==> config.mk <==
export PLATFORM = sky130hd
export DESIGN_NAME = rv_exec_top
export DESIGN_NICKNAME = d
export VERILOG_FILES = /design/src/rv_isa_pkg.sv /design/src/rv_pipe_pkg.sv /design/src/stage_if.sv /design/src/decode_stage.sv /design/src/execute_stage.sv /design/src/reg_csr_file.sv /design/src/rv_exec_top.sv /design/src/writeback_stage.sv
export VERILOG_INCLUDE_DIRS = /design/src
export SDC_FILE = /design/constraint.sdc
export NUM_CORES = 2
export LEC_CHECK = 0
export BUFFER_PORTS_ARGS = -buffer_cell sky130_fd_sc_hd__buf_2
export CORE_AREA = 4 4 311 389
export DETAILED_ROUTE_END_ITERATION = 6
export DIE_AREA = 0 0 315 393
export PLACE_DENSITY_LB_ADDON = 0.05
export SLEW_MARGIN = 20
export SYNTH_ARGS = -nofsm -noshare
export SYNTH_HDL_FRONTEND = slang
export SYNTH_HIERARCHICAL = 1
export SYNTH_SLANG_ARGS = --single-unit
==> constraint.sdc <==
create_clock -name clk -period 5 [get_ports clk]
set_input_delay 0.5 -clock clk [delete_from_list [all_inputs] [get_ports clk]]
set_output_delay 0.5 -clock clk [all_outputs]
set_load 0.005 [all_outputs]
==> src/rv_defines.svh <==
`ifndef RV_DEFINES_SVH
`define RV_DEFINES_SVH

// data path width
`define XLEN 32

// general register count and index width
`define NREGS 32
`define REG_AW 5

// csr address width, fixed by the ISA
`define CSR_AW 12

// instruction word width
`define ILEN 32

`endif

==> src/rv_isa_pkg.sv <==
`include "rv_defines.svh"

package rv_isa_pkg;

    // major opcodes of the subset
    localparam logic [6:0] op_reg    = 7'b0110011;
    localparam logic [6:0] op_imm    = 7'b0010011;
    localparam logic [6:0] op_lui    = 7'b0110111;
    localparam logic [6:0] op_system = 7'b1110011;

    // funct3
    localparam logic [2:0] f3_add_sub = 3'b000;
    localparam logic [2:0] f3_xor     = 3'b100;
    localparam logic [2:0] f3_or      = 3'b110;
    localparam logic [2:0] f3_and     = 3'b111;
    localparam logic [2:0] f3_addi    = 3'b000;
    localparam logic [2:0] f3_csrrw   = 3'b001;
    localparam logic [2:0] f3_csrrs   = 3'b010;

    // funct7
    localparam logic [6:0] f7_base = 7'b0000000;
    localparam logic [6:0] f7_sub  = 7'b0100000;

    // machine csr addresses
    localparam logic [`CSR_AW-1:0] csr_mstatus = 12'h300;
    localparam logic [`CSR_AW-1:0] csr_mtvec   = 12'h305;
    localparam logic [`CSR_AW-1:0] csr_mepc    = 12'h341;
    localparam logic [`CSR_AW-1:0] csr_mcause  = 12'h342;

    // csr reset values
    localparam logic [`XLEN-1:0] mstatus_rst = 32'h0000_1800; // mpp = machine
    localparam logic [`XLEN-1:0] mtvec_rst   = 32'h8000_0000;

endpackage

==> src/rv_pipe_pkg.sv <==
`include "rv_defines.svh"

package rv_pipe_pkg;

    typedef enum logic [2:0] {
        alu_add,
        alu_sub,
        alu_and,
        alu_or,
        alu_xor,
        alu_pass_b, // lui
        alu_csr_rw,
        alu_csr_rs
    } alu_op_t;

    // decode -> execute
    typedef struct packed {
        alu_op_t            alu_op;
        logic [`XLEN-1:0]   op_a;
        logic [`XLEN-1:0]   op_b;
        logic [`CSR_AW-1:0] csr_addr;
        logic [`REG_AW-1:0] rs1;     // csrrs writes only when nonzero
        logic               illegal;
    } dec_payload_t;

    // execute -> writeback
    typedef struct packed {
        logic [`XLEN-1:0] result;
        logic             illegal;
    } wb_payload_t;

endpackage

==> src/stage_if.sv <==
`include "rv_defines.svh"

// one pipeline register slot between two neighbouring stages
interface stage_if #(
    parameter type payload_t = logic
);

    logic               valid;   // stage holds an item this cycle
    logic [`REG_AW-1:0] rd;
    logic               rd_we;
    payload_t           payload;

    // producer side, all four driven from flops
    modport src (
        output valid,
        output rd,
        output rd_we,
        output payload
    );

    modport dst (
        input valid,
        input rd,
        input rd_we,
        input payload
    );

endinterface

==> src/decode_stage.sv <==
`include "rv_defines.svh"

module decode_stage (
    input  logic                clk,
    input  logic                rst,
    input  logic                instr_valid,
    input  logic [`ILEN-1:0]    instr,
    output logic [`REG_AW-1:0]  raddr1,
    output logic [`REG_AW-1:0]  raddr2,
    input  logic [`XLEN-1:0]    rdata1,
    input  logic [`XLEN-1:0]    rdata2,
    input  logic                ex_fwd_valid,
    input  logic [`REG_AW-1:0]  ex_fwd_rd,
    input  logic [`XLEN-1:0]    ex_fwd_data,
    stage_if.dst                wb,
    stage_if.src                dx
);
    import rv_isa_pkg::*;
    import rv_pipe_pkg::*;

    logic [6:0]         opcode;
    logic [2:0]         funct3;
    logic [6:0]         funct7;
    logic [`REG_AW-1:0] rd;
    logic [`REG_AW-1:0] rs1;
    logic [`REG_AW-1:0] rs2;
    logic [`XLEN-1:0]   i_imm;
    logic [`XLEN-1:0]   u_imm;
    logic [`XLEN-1:0]   rs1_val;
    logic [`XLEN-1:0]   rs2_val;
    dec_payload_t       pl;

    assign opcode = instr[6:0];
    assign rd     = instr[11:7];
    assign funct3 = instr[14:12];
    assign rs1    = instr[19:15];
    assign rs2    = instr[24:20];
    assign funct7 = instr[31:25];
    assign i_imm  = {{(`XLEN-12){instr[31]}}, instr[31:20]};
    assign u_imm  = {instr[31:12], 12'b0};

    assign raddr1 = rs1;
    assign raddr2 = rs2;

    // execute is younger than writeback, so it wins
    function automatic logic [`XLEN-1:0] resolve(input logic [`REG_AW-1:0] idx,
                                                 input logic [`XLEN-1:0]   rf_val);
        logic [`XLEN-1:0] v;
        v = rf_val;
        if (idx != '0) begin
            if (ex_fwd_valid && ex_fwd_rd == idx)
                v = ex_fwd_data;
            else if (wb.valid && wb.rd_we && wb.rd == idx)
                v = wb.payload.result;
        end
        return v;
    endfunction

    always_comb begin
        rs1_val = resolve(rs1, rdata1);
        rs2_val = resolve(rs2, rdata2);
    end

    always_comb begin
        pl          = '0;
        pl.op_a     = rs1_val;
        pl.op_b     = rs2_val;
        pl.rs1      = rs1;
        pl.csr_addr = instr[31:20];
        pl.alu_op   = alu_add;
        pl.illegal  = 1'b1;
        case (opcode)
            op_reg: begin
                pl.illegal = 1'b0;
                if (funct7 == f7_base && funct3 == f3_add_sub) pl.alu_op = alu_add;
                else if (funct7 == f7_sub && funct3 == f3_add_sub) pl.alu_op = alu_sub;
                else if (funct7 == f7_base && funct3 == f3_and) pl.alu_op = alu_and;
                else if (funct7 == f7_base && funct3 == f3_or) pl.alu_op = alu_or;
                else if (funct7 == f7_base && funct3 == f3_xor) pl.alu_op = alu_xor;
                else pl.illegal = 1'b1;
            end
            op_imm: begin
                pl.op_b    = i_imm;
                pl.illegal = (funct3 != f3_addi); // only addi
            end
            op_lui: begin
                pl.alu_op  = alu_pass_b;
                pl.op_b    = u_imm;
                pl.illegal = 1'b0;
            end
            op_system: begin
                if (funct3 == f3_csrrw) begin
                    pl.alu_op  = alu_csr_rw;
                    pl.illegal = 1'b0;
                end else if (funct3 == f3_csrrs) begin
                    pl.alu_op  = alu_csr_rs;
                    pl.illegal = 1'b0;
                end
            end
            default: ;
        endcase
    end

    always_ff @(posedge clk) begin
        if (rst) begin
            dx.valid <= 1'b0;
            dx.rd_we <= 1'b0;
        end else begin
            dx.valid <= instr_valid;
            dx.rd_we <= instr_valid && !pl.illegal;
        end
    end

    always_ff @(posedge clk) begin
        dx.rd      <= rd;
        dx.payload <= pl;
    end

endmodule

==> src/execute_stage.sv <==
`include "rv_defines.svh"

module execute_stage (
    input  logic                clk,
    input  logic                rst,
    stage_if.dst                dx,
    output logic [`CSR_AW-1:0]  csr_addr,
    input  logic [`XLEN-1:0]    csr_rdata,
    output logic                csr_we,
    output logic [`XLEN-1:0]    csr_wdata,
    output logic                fwd_valid,
    output logic [`REG_AW-1:0]  fwd_rd,
    output logic [`XLEN-1:0]    fwd_data,
    stage_if.src                xw
);
    import rv_pipe_pkg::*;

    logic [`XLEN-1:0] result;
    wb_payload_t      pl;

    assign csr_addr = dx.payload.csr_addr;

    always_comb begin
        case (dx.payload.alu_op)
            alu_add:    result = dx.payload.op_a + dx.payload.op_b;
            alu_sub:    result = dx.payload.op_a - dx.payload.op_b;
            alu_and:    result = dx.payload.op_a & dx.payload.op_b;
            alu_or:     result = dx.payload.op_a | dx.payload.op_b;
            alu_xor:    result = dx.payload.op_a ^ dx.payload.op_b;
            alu_pass_b: result = dx.payload.op_b;
            default:    result = csr_rdata; // csr ops return the old value
        endcase
        if (dx.payload.illegal)
            result = '0;
    end

    // csrrs with rs1 = x0 is a pure read
    assign csr_we = dx.valid && !dx.payload.illegal &&
                    (dx.payload.alu_op == alu_csr_rw ||
                     (dx.payload.alu_op == alu_csr_rs && dx.payload.rs1 != '0));
    assign csr_wdata = (dx.payload.alu_op == alu_csr_rw) ? dx.payload.op_a
                                                         : (csr_rdata | dx.payload.op_a);

    assign fwd_valid = dx.valid && dx.rd_we;
    assign fwd_rd    = dx.rd;
    assign fwd_data  = result;

    assign pl.result  = result;
    assign pl.illegal = dx.payload.illegal;

    always_ff @(posedge clk) begin
        if (rst) begin
            xw.valid <= 1'b0;
            xw.rd_we <= 1'b0;
        end else begin
            xw.valid <= dx.valid;
            xw.rd_we <= dx.valid && dx.rd_we;
        end
    end

    always_ff @(posedge clk) begin
        xw.rd      <= dx.rd;
        xw.payload <= pl;
    end

endmodule

==> src/reg_csr_file.sv <==
`include "rv_defines.svh"

module reg_csr_file (
    input  logic                clk,
    input  logic                rst,
    input  logic [`REG_AW-1:0]  raddr1,
    input  logic [`REG_AW-1:0]  raddr2,
    output logic [`XLEN-1:0]    rdata1,
    output logic [`XLEN-1:0]    rdata2,
    input  logic                wen,
    input  logic [`REG_AW-1:0]  waddr,
    input  logic [`XLEN-1:0]    wdata,
    input  logic [`CSR_AW-1:0]  csr_addr,
    output logic [`XLEN-1:0]    csr_rdata,
    input  logic                csr_we,
    input  logic [`XLEN-1:0]    csr_wdata,
    output logic [`XLEN-1:0]    a0,
    output logic [`XLEN-1:0]    mepc,
    output logic [`XLEN-1:0]    mtvec
);
    import rv_isa_pkg::*;

    logic [`XLEN-1:0] regs [`NREGS];
    logic [`XLEN-1:0] mstatus_q;
    logic [`XLEN-1:0] mtvec_q;
    logic [`XLEN-1:0] mepc_q;
    logic [`XLEN-1:0] mcause_q;

    always_ff @(posedge clk) begin
        if (rst) begin
            for (int i = 0; i < `NREGS; i++) begin
                regs[i] <= '0;
            end
        end else if (wen && waddr != '0) begin // x0 stays zero
            regs[waddr] <= wdata;
        end
    end

    assign rdata1 = (raddr1 == '0) ? '0 : regs[raddr1];
    assign rdata2 = (raddr2 == '0) ? '0 : regs[raddr2];
    assign a0     = regs[10];

    always_comb begin
        case (csr_addr)
            csr_mstatus: csr_rdata = mstatus_q;
            csr_mtvec:   csr_rdata = mtvec_q;
            csr_mepc:    csr_rdata = mepc_q;
            csr_mcause:  csr_rdata = mcause_q;
            default:     csr_rdata = '0; // unimplemented csr
        endcase
    end

    always_ff @(posedge clk) begin
        if (rst) begin
            mstatus_q <= mstatus_rst;
            mtvec_q   <= mtvec_rst;
            mepc_q    <= '0;
            mcause_q  <= '0;
        end else if (csr_we) begin
            case (csr_addr)
                csr_mstatus: mstatus_q <= csr_wdata;
                csr_mtvec:   mtvec_q   <= csr_wdata;
                csr_mepc:    mepc_q    <= csr_wdata;
                csr_mcause:  mcause_q  <= csr_wdata;
                default: ;
            endcase
        end
    end

    assign mepc  = mepc_q;
    assign mtvec = mtvec_q;

endmodule

==> src/rv_exec_top.sv <==
`include "rv_defines.svh"

module rv_exec_top (
    input  logic                clk,
    input  logic                rst,
    input  logic                instr_valid,
    input  logic [`ILEN-1:0]    instr,
    output logic                retire_valid,
    output logic [`REG_AW-1:0]  retire_rd,
    output logic [`XLEN-1:0]    retire_data,
    output logic                retire_illegal,
    output logic [31:0]         instret,
    output logic [`XLEN-1:0]    a0,
    output logic [`XLEN-1:0]    mepc,
    output logic [`XLEN-1:0]    mtvec
);
    import rv_pipe_pkg::*;

    logic [`REG_AW-1:0] raddr1;
    logic [`REG_AW-1:0] raddr2;
    logic [`XLEN-1:0]   rdata1;
    logic [`XLEN-1:0]   rdata2;
    logic               wen;
    logic [`REG_AW-1:0] waddr;
    logic [`XLEN-1:0]   wdata;
    logic [`CSR_AW-1:0] csr_addr;
    logic [`XLEN-1:0]   csr_rdata;
    logic               csr_we;
    logic [`XLEN-1:0]   csr_wdata;
    logic               ex_fwd_valid;
    logic [`REG_AW-1:0] ex_fwd_rd;
    logic [`XLEN-1:0]   ex_fwd_data;

    stage_if #(.payload_t(dec_payload_t)) dx ();
    stage_if #(.payload_t(wb_payload_t))  xw ();

    decode_stage u_decode (
        .clk, .rst, .instr_valid, .instr,
        .raddr1, .raddr2, .rdata1, .rdata2,
        .ex_fwd_valid, .ex_fwd_rd, .ex_fwd_data,
        .wb (xw.dst),
        .dx (dx.src)
    );

    execute_stage u_execute (
        .clk, .rst,
        .dx (dx.dst),
        .csr_addr, .csr_rdata, .csr_we, .csr_wdata,
        .fwd_valid (ex_fwd_valid),
        .fwd_rd    (ex_fwd_rd),
        .fwd_data  (ex_fwd_data),
        .xw (xw.src)
    );

    writeback_stage u_writeback (
        .clk, .rst,
        .xw (xw.dst),
        .wen, .waddr, .wdata,
        .retire_valid, .retire_rd, .retire_data, .retire_illegal,
        .instret
    );

    reg_csr_file u_regs (
        .clk, .rst,
        .raddr1, .raddr2, .rdata1, .rdata2,
        .wen, .waddr, .wdata,
        .csr_addr, .csr_rdata, .csr_we, .csr_wdata,
        .a0, .mepc, .mtvec
    );

endmodule

==> src/writeback_stage.sv <==
`include "rv_defines.svh"

module writeback_stage (
    input  logic                clk,
    input  logic                rst,
    stage_if.dst                xw,
    output logic                wen,
    output logic [`REG_AW-1:0]  waddr,
    output logic [`XLEN-1:0]    wdata,
    output logic                retire_valid,
    output logic [`REG_AW-1:0]  retire_rd,
    output logic [`XLEN-1:0]    retire_data,
    output logic                retire_illegal,
    output logic [31:0]         instret
);

    // no commit for illegal words or x0
    assign wen   = xw.valid && xw.rd_we && !xw.payload.illegal && xw.rd != '0;
    assign waddr = xw.rd;
    assign wdata = xw.payload.result;

    assign retire_valid   = xw.valid;
    assign retire_rd      = xw.rd;
    assign retire_data    = xw.payload.result;
    assign retire_illegal = xw.payload.illegal;

    always_ff @(posedge clk) begin
        if (rst)
            instret <= '0;
        else if (xw.valid)
            instret <= instret + 32'd1; // illegal ones count too
    end

endmodule
==> results_dict.tcl <==
set metrics [dict create \
    synth.distinct_cells 95 \
    worstPathMaxFanout 5 \
    synth_compound_area_share_pct 9.55 \
    die_y_um 393 \
    maxSlewViolCount 0 \
    io_buffers 201 \
    crit_required_ns 5.68 \
    grt_max_degree 90 \
    cpMostUsedCell "buf_4" \
    timing.fmax_mhz 212 \
    ys_warn_count 6 \
    dr_wl_met2_um 117000 \
    rows 141 \
    met3_length_um 28400 \
    clk_path_buf_depth 3 \
    synth_fa_ha_area_share_pct 1.68 \
    overflow 0 \
    grt_pass1_vias 51675 \
    tightest_slew_ns 1.09 \
    ant_nets 0 \
    synth_ff_type "edfxtp_1" \
    crit_arrival_ns 5.40 \
    synth-seq-cells 1316 \
    clock_sinks 1316 \
    syn_avg_cell_area_um2 12.4 \
    path_clk_slew_ns 0.06 \
    path_class "flop to flop" \
    fillers 8564 \
    synth_top_family_by_area "multiplexers" \
    wl_met1_um 87700 \
    maxSlewHeadroom_pct 27.1 \
    die-width_um 315 \
    ys_seq_area_share_pct 49.9 \
    max_stage_delay_ns 0.56 \
    seq_area_um2 36600 \
    rsz0062_at_grt "no" \
    cts_setup_buffers 0 \
    worst_setup_path_end_kind "flop" \
    timing.final.setup_violations 0 \
    place_congestion 0.941 \
    peakVddDrop_mv 0.343 \
    fin_nets 6048 \
    numCtsBuffers 137 \
    drc_errors 0 \
    drt_iter0_drc 7236 \
    drt_first_pass_iters 6 \
    fp.dieArea_um2 124000 \
    synth_xor_area_share_pct 1.11 \
    finalClockSkew_ns 0.0309 \
    dr.max_layer_used "met5" \
    syn2layout_area_growth_pct 9.50 \
    synthCells 5897 \
    cp-start-kind "flop" \
    wire_per_inst_um 32.4 \
    place_inst 7342 \
    clk_latency_ns 0.79 \
    synthSimpleGateAreaFrac_pct 14.0 \
    synth-edff-count 1024 \
    multiInputGateArea_um2 33000 \
    final_hold_viol_count 0 \
    cts_tree "yes" \
    core_area_um2 118000 \
    vias 52772 \
    cap_violations 0 \
    outcome "finished clean" \
    path_delay_family "compound AO/OA/AOI/OAI gates" \
    path_cells "nor3_1 -> buf_4 -> nand2_1 -> or4_1 -> buf_4 -> o41ai_1 -> xnor2_1 -> ha_1 -> nand2_1 -> a211o_1 -> a21oi_1 -> buf_4 -> or2_2 -> xor2_1 -> a21boi_0 -> a2111oi_1 -> buf_4 -> a41oi_1 -> o22a_1 -> o31ai_1" \
    grt_first_pass_wirelength_um 355000 \
    path_buf_inv 4 \
    routed_wl_um 246000 \
    layout.cells.non_filler 7609 \
    synth.area.mux_share_pct 18.3 \
    hpwl_um 163000 \
    slowest_stage "or4_1" \
    grt.total_usage_pct 39.6 \
    p_per_area_nw_per_um2 329 \
    start_util_pct 62.3 \
    drive_above_1_share_pct 21.8 \
    finalCritPeriodShare_pct 94.3 \
    p_leak_uw 0.0308 \
    period_minus_slack_ns 4.71 \
    fin_tns_setup_ns 0 \
    ios 202 \
    viasPerCell 6.94 \
    htreeDepth 4 \
    synth-async-reset-ratio_pct 0 \
    antenna_found_initial 16 \
    hold_path_class "input port to flop" \
    clockRootBuffer "clkbuf_16" \
    synthesis.area_um2 73300 \
]
==> what timing repair did <==
item                                   in CTS  in global routing
endpoints found under the hold margin       7                  0
setup endpoints to repair                   0                  5
hold buffers                                7                  0
resized for setup                           0                  4
==> flip-flops by register name, summed over array words and instances, names as in the netlist <==
register and count:
u_decode/dx.payload 85, u_decode/dx.rd 5, u_decode/dx.rd_we 1, u_decode/dx.valid 1, u_execute/xw.payload 33, u_execute/xw.rd 5
u_execute/xw.rd_we 1, u_execute/xw.valid 1, u_regs/mcause_q 32, u_regs/mepc 32, u_regs/mstatus_q 32, u_regs/mtvec 32
u_regs/regs 1024, u_writeback/instret 32
==> report_power, final <==
group	internal [µW]	total [µW]	switching (µW)
combinational	1450	3670	2220
sequential	12200	12400	280
clock	5910	10300	4350
total	19500	26400	6840
==> through the flow <==
| step | instance area (µm²) | hold WS, ns | total power [µW] | setup slack (ns) | util [%] |
|---|---|---|---|---|---|
| 2_1_floorplan | 73400 | 0.329 | 14900 | 0.805 | - |
| 3_3_place_gp | 75700 | 0.391 | 16200 | 0.221 | 64.3 |
| 3_5_place_dp | 75700 | 0.386 | 16200 | 0.253 | 64.3 |
| 4_1_cts | 80200 | 0.0135 | 26300 | 0.240 | 68.1 |
| 5_1_grt | 80200 | 0.0317 | 27100 | 0.0138 | 68.2 |
| 6_report | 80200 | 0.0608 | 26400 | 0.286 | 68.2 |
==> cells in the mapped netlist, drive strengths merged, types with 9 or more instances <==
library cell     n  area (µm²)
a211oi          72         541
a21o            28         210
a21oi          130         651
a221o           12         120
a221oi          81         716
a22o            39         342
a22oi          102         766
a311oi          65         569
a31oi            9        56.3
a41oi           25         226
and2          1002        6270
and3            15        95.1
buf            282        2070
clkbuf         371        1400
dfxtp          292        5850
edfxtp        1024       30700
ha              97        1210
inv            130         488
mux2            64         721
mux2i          262        2620
mux4           448       10100
nand2          215         810
nand3           24         120
nand4           24         186
nor2           302        1140
nor2b           74         470
nor3            45         225
nor4            10        98.8
o2111a          12         135
o2111ai         22         193
o21a            14         105
o21ai          267        1340
o21bai          10        75.1
o22a            19         166
o22ai           20         125
o31ai           32         245
or2             36         225
or3             21         131
or4             24         195
xnor2           54         480
xor2            38         333
==> worst paths after layout <==
| kind | from | to | slack [ns] | cells after the start |
|---|---|---|---|---|
| max | u_decode/dx.payload[22] | u_decode/dx.payload[36] | 0.29 | 20 |
| min | instr[29] | u_decode/dx.payload[15] | 0.06 | 1 |
| max reg2reg | u_decode/dx.payload[22] | u_decode/dx.payload[36] | 0.29 | 20 |
| min reg2reg | u_decode/dx.rd[1] | u_execute/xw.rd[1] | 0.39 | 0 |
==> cell families after synthesis <==
kind of cell,count (synthesis)
AND/OR/NAND/NOR,1825
adder cells (fa/ha/maj),98
XOR/XNOR,92
AO/OA/AOI/OAI,1006
flip-flops,1316
other,1
multiplexers,774
buffers and inverters,785
==> metal layers <==
| metal | up-vias | track usage [%] |
|---|---|---|
| met1 | 26363 | 50.4 |
| met2 | 3580 | 64.4 |
| li1 | 22053 | - |
| met3 | 768 | 9.63 |
| met5 | - | 0 |
| met4 | 8 | 18.8 |
==> layout by cell type, fill, tap and decap left out, types with 33 or more instances in the layout <==
master,instances
a211oi_1,72
a21oi_1,129
a221oi_1,80
a22o_1,39
a22oi_1,102
a311oi_1,65
and2_1,1002
buf_2,194
buf_4,268
clkbuf_16,143
dfxtp_1,284
edfxtp_1,1024
ha_1,97
inv_1,128
mux2_2,64
mux2i_1,262
mux4_2,448
nand2_1,214
nor2_1,264
nor2b_1,71
nor3_1,45
o21ai_0,170
o21ai_1,97
or2_2,33
xnor2_1,52
xor2_1,38
==> cell type report <==
type                            instances  share of cell area [%]
Multi-Input combinational cell       3827                    41.2
Inverter                              132                   0.621
Sequential cell                      1316                    45.6
Antenna cell                           15                  0.0468
Tap cell                             1573                    2.45
Clock inverter                         69                   0.805
Timing Repair Buffer                  501                    4.55
Clock buffer                          176                    4.71
Note: power is estimated with default switching activity, not from simulation.
